==> src/source/fetchPkg.sv <==
`default_nettype none

package fetchPkg;

    // byte addressing, one 64-bit fetch block per Wishbone read
    localparam int AddrWidth = 32;
    localparam int BlockBytes = 8;
    localparam int OffsetWidth = $clog2(BlockBytes);
    localparam int BlockAddrWidth = AddrWidth - OffsetWidth;

    // 16-bit parcels inside a block
    localparam int SlotCount = 4;
    localparam int SlotWidth = $clog2(SlotCount);

    localparam int FetchIdWidth = 4;

    // direct mapped, index from block address bits 6:3
    localparam int BtbEntries = 16;
    localparam int BtbIndexWidth = $clog2(BtbEntries);
    localparam int BtbTagWidth = BlockAddrWidth - BtbIndexWidth;

    typedef logic [FetchIdWidth-1:0] fetchId_t;
    typedef logic [SlotWidth-1:0] slot_t;

    typedef struct packed {
        logic [BlockAddrWidth-1:0] blockPc;
        logic predTaken;
        slot_t predSlot;
        slot_t firstSlot;
    } pcEntry_t;

endpackage

`default_nettype wire

==> src/source/predictIf.sv <==
`timescale 1ns/1ps
`default_nettype none

interface predictIf;
    import fetchPkg::*;

    logic [AddrWidth-1:0] lookupPc;
    logic hit;
    logic taken;
    slot_t srcSlot;
    logic [AddrWidth-1:0] target;

    modport fetch (
        output lookupPc,
        input hit, taken, srcSlot, target
    );

    modport predictor (
        input lookupPc,
        output hit, taken, srcSlot, target
    );

endinterface

`default_nettype wire

==> src/source/branchTargetBuffer.sv <==
`timescale 1ns/1ps
`default_nettype none

module branchTargetBuffer (
    input logic clk,
    input logic rst,
    predictIf.predictor pred,
    input logic trainValid,
    input logic [fetchPkg::AddrWidth-1:0] trainPc,
    input logic [fetchPkg::AddrWidth-1:0] trainTarget,
    input logic trainTaken
);
    import fetchPkg::*;

    logic entryValid [BtbEntries];
    logic [BtbTagWidth-1:0] entryTag [BtbEntries];
    slot_t entrySlot [BtbEntries];
    logic [AddrWidth-1:0] entryTarget [BtbEntries];
    logic entryTaken [BtbEntries];

    logic [BtbIndexWidth-1:0] lookIdx;
    logic [BtbTagWidth-1:0] lookTag;
    slot_t lookSlot;

    logic [BtbIndexWidth-1:0] trainIdx;
    logic [BtbTagWidth-1:0] trainTag;
    slot_t trainSlot;

    assign lookIdx = pred.lookupPc[OffsetWidth +: BtbIndexWidth];
    assign lookTag = pred.lookupPc[AddrWidth-1 -: BtbTagWidth];
    assign lookSlot = pred.lookupPc[OffsetWidth-1:1];

    assign trainIdx = trainPc[OffsetWidth +: BtbIndexWidth];
    assign trainTag = trainPc[AddrWidth-1 -: BtbTagWidth];
    assign trainSlot = trainPc[OffsetWidth-1:1];

    // a branch before the starting slot was already passed in this block
    assign pred.hit = entryValid[lookIdx]
                   && (entryTag[lookIdx] == lookTag)
                   && (entrySlot[lookIdx] >= lookSlot);
    assign pred.taken = entryTaken[lookIdx];
    assign pred.srcSlot = entrySlot[lookIdx];
    assign pred.target = entryTarget[lookIdx];

    always_ff @(posedge clk) begin
        if (rst) begin
            for (int i = 0; i < BtbEntries; i++) begin
                entryValid[i] <= 1'b0;
            end
        end else if (trainValid) begin
            entryValid[trainIdx] <= 1'b1;
        end
    end

    always_ff @(posedge clk) begin
        if (trainValid) begin
            entryTag[trainIdx] <= trainTag;
            entrySlot[trainIdx] <= trainSlot;
            entryTarget[trainIdx] <= trainTarget;
            entryTaken[trainIdx] <= trainTaken;
        end
    end

endmodule

`default_nettype wire

==> src/source/pcFile.sv <==
`timescale 1ns/1ps
`default_nettype none

module pcFile (
    input logic clk,
    input logic writeEn,
    input fetchPkg::fetchId_t writeId,
    input fetchPkg::pcEntry_t writeData,
    input fetchPkg::fetchId_t readId,
    output fetchPkg::pcEntry_t readData
);
    import fetchPkg::*;

    // one entry per fetch ID in flight
    pcEntry_t entries [2**FetchIdWidth];

    always_ff @(posedge clk) begin
        if (writeEn) begin
            entries[writeId] <= writeData;
        end
    end

    assign readData = entries[readId];

endmodule

`default_nettype wire

==> src/source/fetchUnit.sv <==
`timescale 1ns/1ps
`default_nettype none

module fetchUnit (
    input logic clk,
    input logic rst,
    input logic redirectValid,
    input logic [fetchPkg::AddrWidth-1:0] redirectPc,
    input fetchPkg::fetchId_t redirectId,
    input fetchPkg::fetchId_t commitId,

    output logic wbCyc,
    output logic wbStb,
    output logic wbWe,
    output logic [fetchPkg::AddrWidth-1:0] wbAdr,
    input logic [fetchPkg::BlockBytes*8-1:0] wbDatIn,
    input logic wbAck,

    output logic instrValid,
    input logic ready,
    output logic [fetchPkg::BlockBytes*8-1:0] instrData,
    output logic [fetchPkg::AddrWidth-1:0] instrPc,
    output fetchPkg::fetchId_t fetchId,
    output fetchPkg::slot_t firstSlot,
    output fetchPkg::slot_t lastSlot,
    output logic predTaken,
    output logic [fetchPkg::AddrWidth-1:0] predTarget,

    predictIf.fetch pred,
    output logic pcWriteEn,
    output fetchPkg::fetchId_t pcWriteId,
    output fetchPkg::pcEntry_t pcWriteData
);
    import fetchPkg::*;

    logic busy;
    logic dropData;
    logic [AddrWidth-1:0] pc;
    logic [AddrWidth-1:0] adrReg;
    fetchId_t idCounter;
    pcEntry_t outEntry;

    logic [AddrWidth-1:0] nextPc;
    slot_t branchSlot;
    logic startCycle;
    logic ackTaken;
    logic transfer;

    assign transfer = instrValid && ready;
    assign ackTaken = busy && wbAck && !dropData;

    // next cycle waits for a free output slot and a free fetch ID;
    // idCounter is the ID the next block will carry
    assign startCycle = !busy
                     && (!instrValid || ready)
                     && (idCounter != commitId)
                     && !redirectValid;

    assign wbCyc = busy;
    assign wbStb = busy;
    assign wbWe = 1'b0;
    assign wbAdr = adrReg;

    assign pred.lookupPc = pc;

    // slot right after a not-taken branch
    assign branchSlot = slot_t'(pred.srcSlot + 1'b1);

    always_comb begin
        if (pred.hit && pred.taken) begin
            nextPc = pred.target;
        end else if (pred.hit && pred.srcSlot < slot_t'(SlotCount - 1)) begin
            nextPc = {pc[AddrWidth-1:OffsetWidth], branchSlot, 1'b0};
        end else begin
            nextPc = {pc[AddrWidth-1:OffsetWidth], {OffsetWidth{1'b0}}} + BlockBytes;
        end
    end

    always_ff @(posedge clk) begin
        if (rst) begin
            busy <= 1'b0;
            dropData <= 1'b0;
            pc <= '0;
            idCounter <= '0;
            instrValid <= 1'b0;
        end else begin
            if (transfer) begin
                instrValid <= 1'b0;
            end
            if (startCycle) begin
                busy <= 1'b1;
            end
            if (busy && wbAck) begin
                busy <= 1'b0;
                dropData <= 1'b0;
                if (!dropData && !redirectValid) begin
                    instrValid <= 1'b1;
                    pc <= nextPc;
                    idCounter <= fetchId_t'(idCounter + 1'b1);
                end
            end
            // redirect wins over everything else this cycle
            if (redirectValid) begin
                pc <= redirectPc;
                idCounter <= fetchId_t'(redirectId + 1'b1);
                instrValid <= 1'b0;
                dropData <= busy && !wbAck;
            end
        end
    end

    always_ff @(posedge clk) begin
        if (startCycle) begin
            adrReg <= {pc[AddrWidth-1:OffsetWidth], {OffsetWidth{1'b0}}};
        end
        if (ackTaken) begin
            instrData <= wbDatIn;
            fetchId <= idCounter;
            predTarget <= nextPc;
            outEntry.blockPc <= pc[AddrWidth-1:OffsetWidth];
            outEntry.predTaken <= pred.hit && pred.taken;
            outEntry.predSlot <= pred.hit ? pred.srcSlot : slot_t'(SlotCount - 1);
            outEntry.firstSlot <= pc[OffsetWidth-1:1];
        end
    end

    assign instrPc = {outEntry.blockPc, {OffsetWidth{1'b0}}};
    assign firstSlot = outEntry.firstSlot;
    assign lastSlot = outEntry.predSlot;
    assign predTaken = outEntry.predTaken;

    // record the block once decode has it
    assign pcWriteEn = transfer;
    assign pcWriteId = fetchId;
    assign pcWriteData = outEntry;

endmodule

`default_nettype wire

==> src/source/fetchTop.sv <==
`timescale 1ns/1ps
`default_nettype none

module fetchTop (
    input logic clk,
    input logic rst,
    input logic redirectValid,
    input logic [fetchPkg::AddrWidth-1:0] redirectPc,
    input fetchPkg::fetchId_t redirectId,
    input fetchPkg::fetchId_t commitId,

    output logic wbCyc,
    output logic wbStb,
    output logic wbWe,
    output logic [fetchPkg::AddrWidth-1:0] wbAdr,
    input logic [fetchPkg::BlockBytes*8-1:0] wbDatIn,
    input logic wbAck,

    output logic instrValid,
    input logic ready,
    output logic [fetchPkg::BlockBytes*8-1:0] instrData,
    output logic [fetchPkg::AddrWidth-1:0] instrPc,
    output fetchPkg::fetchId_t fetchId,
    output fetchPkg::slot_t firstSlot,
    output fetchPkg::slot_t lastSlot,
    output logic predTaken,
    output logic [fetchPkg::AddrWidth-1:0] predTarget,

    input logic trainValid,
    input logic [fetchPkg::AddrWidth-1:0] trainPc,
    input logic [fetchPkg::AddrWidth-1:0] trainTarget,
    input logic trainTaken,

    input fetchPkg::fetchId_t pcReadId,
    output fetchPkg::pcEntry_t pcReadData
);
    import fetchPkg::*;

    logic pcWriteEn;
    fetchId_t pcWriteId;
    pcEntry_t pcWriteData;

    predictIf predBus ();

    fetchUnit fetchUnit_i (
        .clk(clk),
        .rst(rst),
        .redirectValid(redirectValid),
        .redirectPc(redirectPc),
        .redirectId(redirectId),
        .commitId(commitId),
        .wbCyc(wbCyc),
        .wbStb(wbStb),
        .wbWe(wbWe),
        .wbAdr(wbAdr),
        .wbDatIn(wbDatIn),
        .wbAck(wbAck),
        .instrValid(instrValid),
        .ready(ready),
        .instrData(instrData),
        .instrPc(instrPc),
        .fetchId(fetchId),
        .firstSlot(firstSlot),
        .lastSlot(lastSlot),
        .predTaken(predTaken),
        .predTarget(predTarget),
        .pred(predBus),
        .pcWriteEn(pcWriteEn),
        .pcWriteId(pcWriteId),
        .pcWriteData(pcWriteData)
    );

    branchTargetBuffer btb_i (
        .clk(clk),
        .rst(rst),
        .pred(predBus),
        .trainValid(trainValid),
        .trainPc(trainPc),
        .trainTarget(trainTarget),
        .trainTaken(trainTaken)
    );

    pcFile pcFile_i (
        .clk(clk),
        .writeEn(pcWriteEn),
        .writeId(pcWriteId),
        .writeData(pcWriteData),
        .readId(pcReadId),
        .readData(pcReadData)
    );

endmodule

`default_nettype wire

==> config.mk <==
export PLATFORM = sky130hd
export DESIGN_NAME = fetchTop
export DESIGN_NICKNAME = d
export VERILOG_FILES = /design/src/source/fetchPkg.sv /design/src/source/predictIf.sv /design/src/source/branchTargetBuffer.sv /design/src/source/pcFile.sv /design/src/source/fetchUnit.sv /design/src/source/fetchTop.sv
export SDC_FILE = /design/constraint.sdc
export NUM_CORES = 1
export LEC_CHECK = 0
export BUFFER_PORTS_ARGS = -buffer_cell sky130_fd_sc_hd__buf_2
export CAP_MARGIN = 30
export CELL_PAD_IN_SITES_DETAIL_PLACEMENT = 1
export CELL_PAD_IN_SITES_GLOBAL_PLACEMENT = 2
export CORE_MARGIN = 4
export CORE_UTILIZATION = 45
export CTS_BUF_LIST = sky130_fd_sc_hd__clkbuf_4
export DETAILED_ROUTE_END_ITERATION = 10
export HOLD_SLACK_MARGIN = 0.12
export MAX_ROUTING_LAYER = met4
export PLACE_DENSITY_LB_ADDON = 0.08
export SYNTH_ARGS = -nofsm -noshare
export SYNTH_HDL_FRONTEND = slang
export SYNTH_SLANG_ARGS = --single-unit
==> constraint.sdc <==
create_clock -name clk -period 5.71 [get_ports clk]
set_input_delay 0.571 -clock clk [delete_from_list [all_inputs] [get_ports clk]]
set_output_delay 0.571 -clock clk [all_outputs]
set_load 0.01 [all_outputs]
==> summary.md <==
| Metric | Value |
|---|---|
| Status | completed |
| Syn_area_per_cell | between 20 and 25 µm² |
| Asr flop ratio synth | 0 |
| Most frequent cells in the layout | 1,667 x edfxtp_1, 654 x clkbuf_4, 414 x mux4_2 |
| Post-CTS setup repair buffer count | 0 |
| Avg WL per Cell | 30.3 µm |
| CTS resizes | 0 |
| Critical path type | reg2reg |
| VDD IR max | 0.160 mV |
| CP max FO | 23 |
| Width of the chip | 392 µm |
| Crit path cell chain | mux4_2, mux4_2, ha_1, a21oi_1, nor4_1, o2bb2ai_1, a2111oi_2, and2_1, nand4_1, a21oi_1, nand2_1, a221oi_1, dlygate4sd3_1 |
| Synth warn | 0 |
| Worst skew pair latency | 1.31 ns |
| First DRT Iteration DRCs | between 3,000 and 4,000 |
| Max-Cap Viols | 0 |
| Slowest stage delay, CP | 0.65 ns |
| Max frequency | 196 MHz |
| Synth-to-Final Area Change | 20.7% |
| Slew @ Worst Pin | just over 1 ns |
| Min-Delay Path Class | in2reg |
| PortBufs | 376 |
| Most common cell after layout, fill and taps aside | edfxtp_1 |
| RD Place Congestion | 0.783 |
| EDFF count, synth | 1,667 |
| Rows | 140 |
| Grt ovf | 0 |
| Final period util | 0.892 |
| Htree depth | 5 |
| Main flop type after synthesis | edfxtp_1 |
| Power Total | 26,300 µW |
| Distinct cell type count after synthesis | ~70 |
| Crit path required time | 6.94 ns |
| Vias in the first global route | 39,700 |
| Final slew viol count | 0 |
| PwrDens | 329 mW/mm² |
| Routed WL | between 150,000 and 200,000 µm |
| Worst slew margin | 0.313 |
| Initial antenna violation count | 24 |
| First-pass GRT wire length | 279,000 µm |
| I/O Pins | 386 |
| Layout cells sized above 1 | 0.365 |
| RSZ-0062 raised after global routing | no |
| Die ar. | ~0.15 mm² |
| Crit path capture type | flip-flop |
| Via count | 36,600 |
| CP Launch Type | flip-flop |
| Register area share after synthesis | 0.772 |
| CTS tree | done |
| Cell Area, Synth | 0.0663 mm² |
| Clock Path Buffers | 4 |
| Fin. Hold Viols | 0 |
| Register bit count reported by yosys | 1,725 |
| Residual DRC count | 0 |
| NumNets Final | between 4,000 and 5,000 |
| Via/cell ratio | approximately 5.7 |
| Clock Skew | between 0.1 and 0.15 ns |
| Largest net degree at the start of global routing | 83 |
| Setup tns final | 0 ns |
| Worst-path clk slew | 0.06 ns |
| Starting Density | 0.454 |
| Core area | 0.146 mm² |
| Fin crit period | 5.09 ns |
| DP Wirelength | 111,000 µm |
| Syn Inst Count | around 3,100 |
| DIE HEIGHT | approximately 390 µm |
| Clk sinks | between 1,500 and 2,000 |
| Total track usage | 0.264 |
| Routed Antenna Nets | 0 |
| CTS Buf Count | 456 |
| Final setup fails | 0 |
| Slowest cell on the critical path | dfxtp_4 |
| Worst path arrival time | 6.32 ns |
| Clock root cell | clkbuf_4 |
| DR pass1 iterations | 5 |
| Leakage | 0.0267 µW |
## metrics by stage
stage	hold WS (ns)	instances	cell area, µm²	setup WS [ns]	util
global route	0.161	6443	80000	0.250	0.548
detailed placement	0.462	5326	71200	0.896	0.487
floorplan	0.420	3101	66400	0.0917	-
CTS	0.120	6431	80000	0.651	0.547
finish	0.265	6450	80000	0.617	0.548
global placement	0.444	5319	71000	0.927	0.486
## final timing paths
kind / start / slack, ns / to / cells past startpoint
min reg2reg: btb_i.entryValid[1]$_DFF_P_ / 0.48 / btb_i.entryValid[1]$_DFF_P_ / 2
max reg2reg: flip-flop / 0.62 / fetchUnit_i.pred.lookupPc[1]$_SDFFE_PP0P_ / 13
max: flip-flop / 0.62 / fetchUnit_i.pred.lookupPc[1]$_SDFFE_PP0P_ / 13
min: commitId[1] / 0.27 / fetchUnit_i.wbAdr[9]$_DFFE_PP_ / 5
## metal layers
| metal | up-vias | track usage | wire length (µm) |
|---|---|---|---|
| li1 | 15400 | - | - |
| met1 | 19500 | 0.346 | 80100 |
| met2 | 1447 | 0.417 | 96600 |
| met3 | 304 | 0.0615 | 14100 |
| met4 | 0 | 0.0782 | 4600 |
| met5 | - | - | 0 |
## area by class of cell
cell class              instances  area [µm²]
multi-input cells            1178       14400
clock buffers                 654        4910
fillers                     13200       66100
flip-flops and latches       1725       51200
repair buffers                809        6350
inverters                      24        96.3
clock inverters               125         594
diodes                         18        45.0
well taps                    1917        2400
## Yosys cell counts (all sizes together), types with 11 or more instances
cell	n	area [µm²]
nand4	12	87.6
nand2	68	255
nor3	29	150
clkbuf	81	304
o22ai	12	75.1
buf	93	566
xor2	19	166
xnor2	40	350
nor2	169	634
dfxtp	58	1160
mux2	20	225
inv	24	90.1
nand2b	11	68.8
mux4	421	9510
nor4	12	103
nand3	19	95.1
o21ai	43	215
a21oi	79	395
a211oi	15	118
edfxtp	1667	50100
and3	26	163
a311oi	12	105
mux2i	63	631
nor2b	15	93.8
## report_power, final
| part | leakage [µW] | internal [µW] | switching (µW) |
|---|---|---|---|
| Combinational | 0.00783 | 772 | 937 |
| Clock | 0.00329 | 5390 | 4980 |
| Sequential | 0.0155 | 14100 | 157 |
## logic make-up (layout without fill, tap and decap cells)
kind of cell,after synthesis,count (layout),share of synthesized area
compound gates,208,208,0.0196
xor+xnor,59,59,0.00779
mux,504,504,0.156
other cells,1,25,0.0000565
flops,1725,1725,0.772
fa+ha+maj,5,5,0.000943
buf+inv,198,1612,0.0145
simple gates,395,395,0.0286
## what timing repair did
item,CTS,global route
hold buffers,326,0
endpoints found under the hold margin,1625,0
setup endpoints to repair,0,0
## flip-flops by register name (all words and copies together) (netlist names), 2 cells and up, named ones only
| register | cells |
|---|---|
| pcFile_i.entries | 544 |
| fetchUnit_i.lastSlot | 2 |
| btb_i.entryTarget | 512 |
| fetchUnit_i.firstSlot | 2 |
| btb_i.entryValid | 16 |
| fetchUnit_i.idCounter | 4 |
| btb_i.entrySlot | 32 |
| btb_i.entryTag | 400 |
| fetchUnit_i.wbAdr | 29 |
| fetchUnit_i.predTarget | 32 |
| btb_i.entryTaken | 16 |
| fetchUnit_i.pred.lookupPc | 31 |
| fetchUnit_i.fetchId | 4 |
| fetchUnit_i.instrPc | 29 |
| fetchUnit_i.instrData | 64 |
## critical path: cells and delay by family (launching register included)
family                     cells  cell delay (ns)
AOI/OAI and AO/OA              5             1.28
adders and majority gates      1             0.33
muxes                          2             1.20
DFF                            1             0.65
buffers and inverters          1             0.58
and+or+nand+nor                4             0.98
Power figures use the tool's default switching activity.
